`config.mk`:
```
export PLATFORM = sky130hd
export DESIGN_NAME = pcs_rx_top
export DESIGN_NICKNAME = d
export VERILOG_FILES = /design/src/pcs_rx_pkg.sv /design/src/pcs_blk_if.sv /design/src/descrambler.sv /design/src/sync_header_check.sv /design/src/pcs_rx_top.sv
export SDC_FILE = /design/constraint.sdc
export NUM_CORES = 1
export LEC_CHECK = 0
export BUFFER_PORTS_ARGS = -buffer_cell sky130_fd_sc_hd__clkbuf_2
export CORE_ASPECT_RATIO = 0.7
export CORE_MARGIN = 2
export CORE_UTILIZATION = 57
export CTS_CLUSTER_SIZE = 40
export DETAILED_ROUTE_END_ITERATION = 6
export PLACE_DENSITY = 0.92
export SETUP_SLACK_MARGIN = 0.15
export SYNTH_ARGS = -nofsm -noshare
export SYNTH_HDL_FRONTEND = slang
export SYNTH_SLANG_ARGS = --single-unit
```
`constraint.sdc`:
```
create_clock -name tclk -period 6.1 [get_ports tclk]
set_input_delay 0.915 -clock tclk [delete_from_list [all_inputs] [get_ports tclk]]
set_output_delay 0.915 -clock tclk [all_outputs]
set_load 0.02 [all_outputs]
```
`src/pcs_rx_pkg.sv`:
```
// ----------------------------------------------------------------------
// PCS receive slice shared definitions
// Block widths, descrambler polynomial, header codes and error count
// ----------------------------------------------------------------------

package pcs_rx_pkg;

    // One 66-bit block is a 64-bit payload plus a 2-bit sync header
    localparam int word_wd = 64;
    localparam int hdr_wd  = 2;

    // Descrambler polynomial x^58 + x^39 + 1
    localparam int scr_len = 58;  // History length, outer tap
    localparam int scr_tap = 39;  // Inner tap

    // Legal sync header codes, anything else is a header error
    typedef enum logic [hdr_wd-1:0] {
        hdr_data = 2'b01,
        hdr_ctrl = 2'b10
    } sync_hdr_t;

    // Header error count, holds at all ones
    typedef logic [15:0] err_cnt_t;

endpackage

```
`src/pcs_blk_if.sv`:
```
// ----------------------------------------------------------------------
// Block stream bundle between receive stages
// ----------------------------------------------------------------------
`timescale 1ns/10ps

interface pcs_blk_if #(
    parameter int words = 1
);
    import pcs_rx_pkg::*;

    logic [words*word_wd-1:0] data;  // Payload, block 0 in the low bits
    logic [words*hdr_wd-1:0]  sync;  // One header per block
    logic                     valid;
    logic                     am;    // Alignment marker beat

    // Producing stage
    modport src (
        output data,
        output sync,
        output valid,
        output am
    );

    // Consuming stage
    modport dst (
        input data,
        input sync,
        input valid,
        input am
    );

endinterface

```
`src/descrambler.sv`:
```
// ----------------------------------------------------------------------
// Parallel self-synchronizing descrambler, x^58 + x^39 + 1
// Holds history across idle and AM beats, keeps sync and AM aligned
// ----------------------------------------------------------------------
`timescale 1ns/10ps

module descrambler #(
    parameter int words = 1
) (
    input  logic                                    tclk,
    input  logic                                    reset,
    input  logic [words*pcs_rx_pkg::word_wd-1:0]    in_data,
    input  logic [words*pcs_rx_pkg::hdr_wd-1:0]     in_sync,
    input  logic                                    in_valid,
    input  logic                                    in_am,
    pcs_blk_if.src                                  blk
);
    import pcs_rx_pkg::*;

    localparam int beat_wd = words * word_wd;

    logic [scr_len-1:0]         hist;    // Last scrambled bits, msb is newest
    logic [beat_wd+scr_len-1:0] stream;  // History followed by this beat
    logic [beat_wd-1:0]         plain;
    logic                       take;

    // Only real data advances the descrambler
    assign take = in_valid & ~in_am;

    // Bit stream in arrival order, oldest bit at index 0
    assign stream = {in_data, hist};

    // Each plain bit is the received bit XOR the bits 39 and 58 earlier.
    // Bit i of the beat sits at stream[i+scr_len], so its taps fall back
    // into the history for the first bits and into the beat after that.
    always_comb begin
        for (int i = 0; i < beat_wd; i++) begin
            plain[i] = stream[i+scr_len]
                     ^ stream[i+scr_len-scr_tap]
                     ^ stream[i];
        end
    end

    // History and control state
    always_ff @(posedge tclk) begin
        if (reset) begin
            hist      <= '0;
            blk.valid <= 1'b0;
            blk.am    <= 1'b0;
        end else begin
            if (take) begin
                hist <= in_data[beat_wd-1 -: scr_len];  // Newest 58 bits
            end
            blk.valid <= take;
            blk.am    <= in_am;  // Flag follows the beat, valid ignored
        end
    end

    // Payload path
    always_ff @(posedge tclk) begin
        blk.data <= plain;
        blk.sync <= in_sync;  // Headers are never scrambled
    end

endmodule

```
`src/sync_header_check.sv`:
```
// ----------------------------------------------------------------------
// Sync header checker with per-block error flags
// Counts blocks whose header is neither data nor control
// ----------------------------------------------------------------------
`timescale 1ns/10ps

module sync_header_check #(
    parameter int words = 1
) (
    input  logic                                    tclk,
    input  logic                                    reset,
    pcs_blk_if.dst                                  blk,
    output logic [words*pcs_rx_pkg::word_wd-1:0]    out_data,
    output logic [words*pcs_rx_pkg::hdr_wd-1:0]     out_sync,
    output logic                                    out_valid,
    output logic                                    out_am,
    output logic [words-1:0]                        hdr_err,
    output pcs_rx_pkg::err_cnt_t                    err_count
);
    import pcs_rx_pkg::*;

    localparam int nbad_wd = $clog2(words + 1);
    localparam int cnt_wd  = $bits(err_cnt_t);

    logic               counted;
    logic [words-1:0]   bad;
    logic [nbad_wd-1:0] nbad;       // Bad blocks in this beat
    logic [cnt_wd:0]    cnt_sum;    // One extra bit to catch overflow
    err_cnt_t           cnt_nxt;

    assign counted = blk.valid & ~blk.am;

    // Flag each block with an illegal header
    always_comb begin
        sync_hdr_t hdr;

        nbad = '0;
        for (int b = 0; b < words; b++) begin
            hdr    = sync_hdr_t'(blk.sync[b*hdr_wd +: hdr_wd]);
            bad[b] = counted && (hdr != hdr_data) && (hdr != hdr_ctrl);
            nbad   = nbad + nbad_wd'(bad[b]);
        end
    end

    // Saturating add
    assign cnt_sum = {1'b0, err_count} + (cnt_wd + 1)'(nbad);
    assign cnt_nxt = cnt_sum[cnt_wd] ? err_cnt_t'('1) : cnt_sum[cnt_wd-1:0];

    always_ff @(posedge tclk) begin
        if (reset) begin
            out_valid <= 1'b0;
            out_am    <= 1'b0;
            hdr_err   <= '0;
            err_count <= '0;
        end else begin
            out_valid <= blk.valid;
            out_am    <= blk.am;
            hdr_err   <= bad;       // Zero on idle and AM beats
            err_count <= cnt_nxt;   // Includes this beat already
        end
    end

    // Payload passes one stage
    always_ff @(posedge tclk) begin
        out_data <= blk.data;
        out_sync <= blk.sync;
    end

endmodule

```
`src/pcs_rx_top.sv`:
```
// ----------------------------------------------------------------------
// PCS receive slice, descrambler followed by sync header check
// ----------------------------------------------------------------------
`timescale 1ns/10ps

module pcs_rx_top #(
    parameter int words = 1  // Blocks per beat, 1/2/4 for 25G/50G/100G
) (
    input  logic                                    tclk,
    input  logic                                    reset,
    input  logic [words*pcs_rx_pkg::word_wd-1:0]    rx_data_in,
    input  logic [words*pcs_rx_pkg::hdr_wd-1:0]     rx_sync_in,
    input  logic                                    rx_valid_in,
    input  logic                                    rx_am_in,
    output logic [words*pcs_rx_pkg::word_wd-1:0]    rx_data,
    output logic [words*pcs_rx_pkg::hdr_wd-1:0]     rx_sync,
    output logic                                    rx_valid,
    output logic                                    rx_am,
    output logic [words-1:0]                        hdr_err,
    output pcs_rx_pkg::err_cnt_t                    err_count
);

    // Descrambled stream between the two stages
    pcs_blk_if #(.words(words)) dsc_blk ();

    descrambler #(
        .words    (words)
    ) u_descrambler (
        .tclk     (tclk),
        .reset    (reset),
        .in_data  (rx_data_in),
        .in_sync  (rx_sync_in),
        .in_valid (rx_valid_in),
        .in_am    (rx_am_in),
        .blk      (dsc_blk.src)
    );

    sync_header_check #(
        .words     (words)
    ) u_sync_header_check (
        .tclk      (tclk),
        .reset     (reset),
        .blk       (dsc_blk.dst),
        .out_data  (rx_data),
        .out_sync  (rx_sync),
        .out_valid (rx_valid),
        .out_am    (rx_am),
        .hdr_err   (hdr_err),
        .err_count (err_count)
    );

endmodule

```
======== Yosys cells after proc, flatten, opt, wreduce, memory -nomap -nowiden ========
Cells that the tools add are included.
Widths: inputs -> output; s select.
cells by class
  add/sub/neg operators ................... 1
  equality and inequality tests ........... 2
  mux-type cells .......................... 1
  bitwise gates (word level) .............. 132
  reduce and logical (&&, ||, !) cells .... 2
operator list
  kind                count
  $xor 1x1->1         128
  $add 16x1->17       1
  $mux 16             1
  $and 1x1->1         2
  $logic_and 1x1->1   2
  $ne 2x1->1 const B  1
  $ne 2x2->1 const B  1
  $not 1->1           2
storage, ports and cells
  flip-flop bits (word level) ............. 211
  output and inout port bits .............. 85

======== Longest topological paths before layout ========
  word-level depth ........................ 6
  gate-level depth with buffers ........... 8

======== Hierarchy ========
A second synthesis with hierarchy kept.
second synthesis, totals
  cells, all modules ...................... 610
  area, all modules ....................... 6,762.7 um^2
modules (own cells, without submodules)
  module             instances  cells an instance  area each (um^2)  seq. area each (um^2)
  descrambler        1          452                4,585.6           2,522.4
  sync_header_check  1          158                2,177.1           1,701.6

======== Least setup slack after synthesis ========
OpenSTA, ideal clock, no wires.
  path kind ............................... register to register
  from .................................... register u_descrambler.blk.sync[1]
  to ...................................... register u_sync_header_check.err_count[7]
  setup time .............................. 0.074 ns
  data arrival time ....................... 1.882 ns
  setup slack ............................. 4.143 ns
  cell stages (with the launch flop) ...... 8
  cells stage by stage .................... dfxtp_1 -> xor2_1 -> nor3b_1 -> ha_1 -> nand4_2 -> buf_6 -> or4_4 -> a31oi_2
between the ends
  longest elaborated chain between the ends .. 5
  elaborated cells between the ends (all ways) .. 6
  classes of those cells .................. add/sub (1); eq/ne (2); mux (1); reduce/logical (2)
ends and longest elaborated chain
  item                         RTL line                 source
  from (decl)                  pcs_blk_if.sv:19         output sync,
  from (signal assigned)       descrambler.sv:62        blk.sync <= in_sync;
  $ne 2x1->1                   sync_header_check.sv:40  bad[b] = counted && (hdr != hdr_data) && (hdr != hdr_ctrl);
  $logic_and 1x1->1            sync_header_check.sv:40
  $logic_and 1x1->1 (*)        sync_header_check.sv:40
  via u_sync_header_check.bad  sync_header_check.sv:26  logic [words-1:0] bad;
  $add 16x1->17 (*)            sync_header_check.sv:46  assign cnt_sum = {1'b0, err_count} + (cnt_wd + 1)'(nbad);
  $mux 16 (*)                  sync_header_check.sv:47  assign cnt_nxt = cnt_sum[cnt_wd] ? err_cnt_t'('1) : cnt_sum[cnt_wd-1:0];
  to (signal assigned)         sync_header_check.sv:59  err_count <= cnt_nxt;
  to (decl)                    sync_header_check.sv:18  output pcs_rx_pkg::err_cnt_t err_count
The timed path passes the listed nets; every way through them passes the cells marked *.
A chain may end at the register's enable or synchronous reset.

======== Worst setup path after layout ========
  from .................................... register u_descrambler.blk.sync[1]
  to ...................................... register u_sync_header_check.err_count[6]
The elaborated chain is that of the path after synthesis.

==> impl_metrics.py <==
metrics = {
    "outcome": {
        "status": "completed",
    },
    "power": {
        "worst_ir_drop_vdd_v": 0.000227,
        "clkPwrFrac_pct": 36.2,
        "p_switching_mw": 0.701,
        "combinationalPowerShare_pct": 10.9,
        "cellPowerDensity_nw_per_um2": 365,
        "p_seq_share_pct": 53.0,
        "intPower_mw": 2.27,
        "p_leak_nw": 3.23,
        "switching_share_pct": 23.6,
    },
    "die": {
        "die_area_um2": 12700,
        "num_rows": 33,
        "die_y_um": 94.9,
        "fp.coreArea_um2": 11600,
        "start_util_pct": 58.1,
        "boundaryPins": 155,
        "fp.dieW_um": 134,
    },
    "yosys": {
        "ys_seq_area_share_pct": 62.7,
        "yosys_warnings": 0,
        "synth.distinct_cells": 38,
        "synth_ff_type": "dfxtp_1",
        "synth_seq_cells": 211,
        "synth-edff-count": 0,
        "syn_nets": 689,
        "synthArstFlopShare_pct": 0,
        "netlist_area_um2": 6740,
        "synthCells": 617,
        "syn_area_per_cell_um2": 10.9,
    },
    "setup_path": {
        "r2r_start": "u_descrambler.blk.sync[1]",
        "startpoint_type": "register",
        "r2r_slack_ns": 3.65,
        "ff2ff_path_depth": 6,
        "cp_max_fo": 11,
        "cp.arrival_ns": 2.83,
        "worstReg2RegEnd": "u_sync_header_check.err_count[6]",
        "crit_type": "reg -> reg",
        "endpoint_kind": "register",
        "startpoint": "u_descrambler.blk.sync[1]",
        "cp.required_ns": 6.48,
        "crit_path_end": "u_sync_header_check.err_count[6]",
    },
    "cts": {
        "clockBufferDepth": 3,
        "cts_resized": 0,
        "clk_latency_ns": 0.46,
        "cts_tree": "done",
        "cts.sinks": 211,
        "cts_buffers": 19,
        "cts_setup_buffers": 0,
        "ctsHtreeMaxLevel": 1,
        "postCtsHoldBufs": 0,
        "cts_root_buffer": "clkbuf_16",
        "path_clk_slew_ns": 0.06,
    },
    "routing": {
        "wl_mm": 13.3,
        "drc": 0,
        "route.antenna.remaining_nets": 0,
        "wl_per_cell_um": 14.2,
        "drtIter0Drc": 350,
        "firstDrtPassIters": 4,
        "vias_per_cell": 4.98,
        "num_vias": 4664,
    },
    "timing": {
        "fin_ws_ns": 3.65,
        "setup_violations": 0,
        "finalCritPeriodShare_pct": 40.1,
        "worst_pin_slew_ns": 1.17,
        "fin_skew_ns": 0.00800,
        "period_minus_slack_ns": 2.45,
        "final_max_slew_viol_count": 0,
        "rsz0062_at_grt": "false",
        "fmax_ghz": 0.409,
        "fin_setup_tns_ns": 0,
        "slew_headroom_pct": 22.2,
        "hold_viol_final": 0,
    },
    "global_route": {
        "antenna_found_initial": 0,
        "grt_pass1_vias": 4419,
        "grt_max_degree": 80,
        "grt_usage_pct": 20.9,
        "grt_pass1_wl_mm": 21.2,
        "grt-ovfl-total": 0,
    },
    "finish": {
        "area_growth_pct": 20.9,
        "fill_cells": 866,
        "drive_gt1_share_pct": 24.0,
        "nets": 839,
        "final_common_cell": "dfxtp_1",
        "multiInputGateArea_um2": 2360,
        "mostFrequentLayoutCells": "211 x dfxtp_1, 154 x clkbuf_2, 130 x xnor2_1",
        "diodes": 0,
        "regArea_um2": 4220,
    },
    "flow_run": {
        "maxCapViolations": 0,
    },
    "place": {
        "hpwl_mm": 9.27,
        "io_buffers": 154,
        "place_ws_ns": 3.69,
        "gp_congestion": 0.882,
    },
    "min_path": {
        "hold_class": "reg -> reg",
    },
}
-- logic make-up after synthesis --
logic type / synth area share, %
DFF: 62.7
and+or+nand+nor: 10.4
xor gates and xnor gates: 17.2
AOI/OAI and AO/OA: 6.91
buffers and inverters: 2.45
adders and majority gates: 0.371
-- layer usage --
layer  up-vias  part of all wire, %  global-route usage (%)
li1       2299                    -                       -
met1      2168                   47                    29.4
met2       167                   45                    33.3
met3        30                  6.3                    4.35
met4         0                  2.3                    5.32
met5         -                    0                       0
-- metrics by stage --
stage | utilization (%) | hold slack (ns) | power [mW] | cells | area, um^2
final | 70.2 | 0.318 | 2.97 | 936 | 8140
after floorplan | - | 0.310 | 1.80 | 617 | 6740
after CTS | 70.2 | 0.321 | 3.00 | 936 | 8140
after detailed placement | 65.3 | 0.312 | 1.93 | 903 | 7580
after global placement | 65.3 | 0.310 | 1.91 | 903 | 7580
after global routing | 70.2 | 0.321 | 3.09 | 936 | 8140
-- cell type report --
| cell class | instances | area share [%] |
|---|---|---|
| sequential | 211 | 51.9 |
| clock inverter | 1 | 0.0922 |
| tap | 157 | 2.41 |
| inverter | 5 | 0.230 |
| clock buffer | 32 | 6.81 |
| multi-input combinational | 374 | 28.9 |
| timing repair buffer | 156 | 9.65 |
-- power by group through the flow --
stage | clock, mW | combinational (mW) | sequential [mW]
2_1_floorplan | 0 | 0.124 | 1.67
3_3_place_gp | 0 | 0.316 | 1.60
3_5_place_dp | 0 | 0.324 | 1.60
4_1_cts | 1.10 | 0.325 | 1.58
5_1_grt | 1.15 | 0.350 | 1.58
6_report | 1.08 | 0.323 | 1.57
-- state kept, by name (all words and copies together) (netlist names) --
signal,count
u_descrambler.blk.am,1
u_sync_header_check.err_count,16
u_sync_header_check.out_am,1
u_sync_header_check.hdr_err,1
u_descrambler.blk.sync,2
u_descrambler.blk.valid,1
u_sync_header_check.out_sync,2
u_descrambler.hist,58
u_sync_header_check.out_data,64
u_descrambler.blk.data,64
u_sync_header_check.out_valid,1
-- cells in the mapped netlist, types with 2 or more instances --
master,instances,share of area (%)
dfxtp_1,211,63
xnor2_1,130,17
nand2_1,120,6.7
a21oi_1,63,4.7
clkbuf_1,16,0.89
a31oi_1,8,0.74
buf_2,6,0.45
inv_1,5,0.28
nand4_1,5,0.46
nor2b_1,5,0.46
o31ai_1,4,0.45
or4_1,4,0.45
and4_1,3,0.39
clkbuf_8,3,0.61
nand2b_1,3,0.28
o21ai_0,3,0.22
a41oi_1,2,0.26
ha_1,2,0.37
nand3_1,2,0.15
nor2_1,2,0.11
nor4_1,2,0.19
xor2_1,2,0.26
-- worst min path at each step --
| stage | startpoint | to | slack, ns | cells past startpoint |
|---|---|---|---|---|
| 2_1_floorplan | u_descrambler.blk.data[0] | u_sync_header_check.out_data[0] | 0.31 | 0 |
| 3_3_place_gp | u_descrambler.blk.data[6] | u_sync_header_check.out_data[6] | 0.31 | 0 |
| 3_5_place_dp | u_descrambler.blk.data[12] | u_sync_header_check.out_data[12] | 0.31 | 0 |
| 4_1_cts | u_descrambler.blk.data[9] | u_sync_header_check.out_data[9] | 0.32 | 0 |
| 5_1_grt | u_descrambler.blk.data[9] | u_sync_header_check.out_data[9] | 0.32 | 0 |
| 6_report | u_descrambler.blk.data[9] | u_sync_header_check.out_data[9] | 0.32 | 0 |
-- worst max-delay path: stages, from the launching register on --
cell and delay, ns:
dfxtp_1 0.32, xor2_1 0.16, nor3b_1 0.38, ha_1 0.33, and4_2 0.37, nand4_1 0.49, a31oi_1 0.31
(Power assumes the default switching activity.)
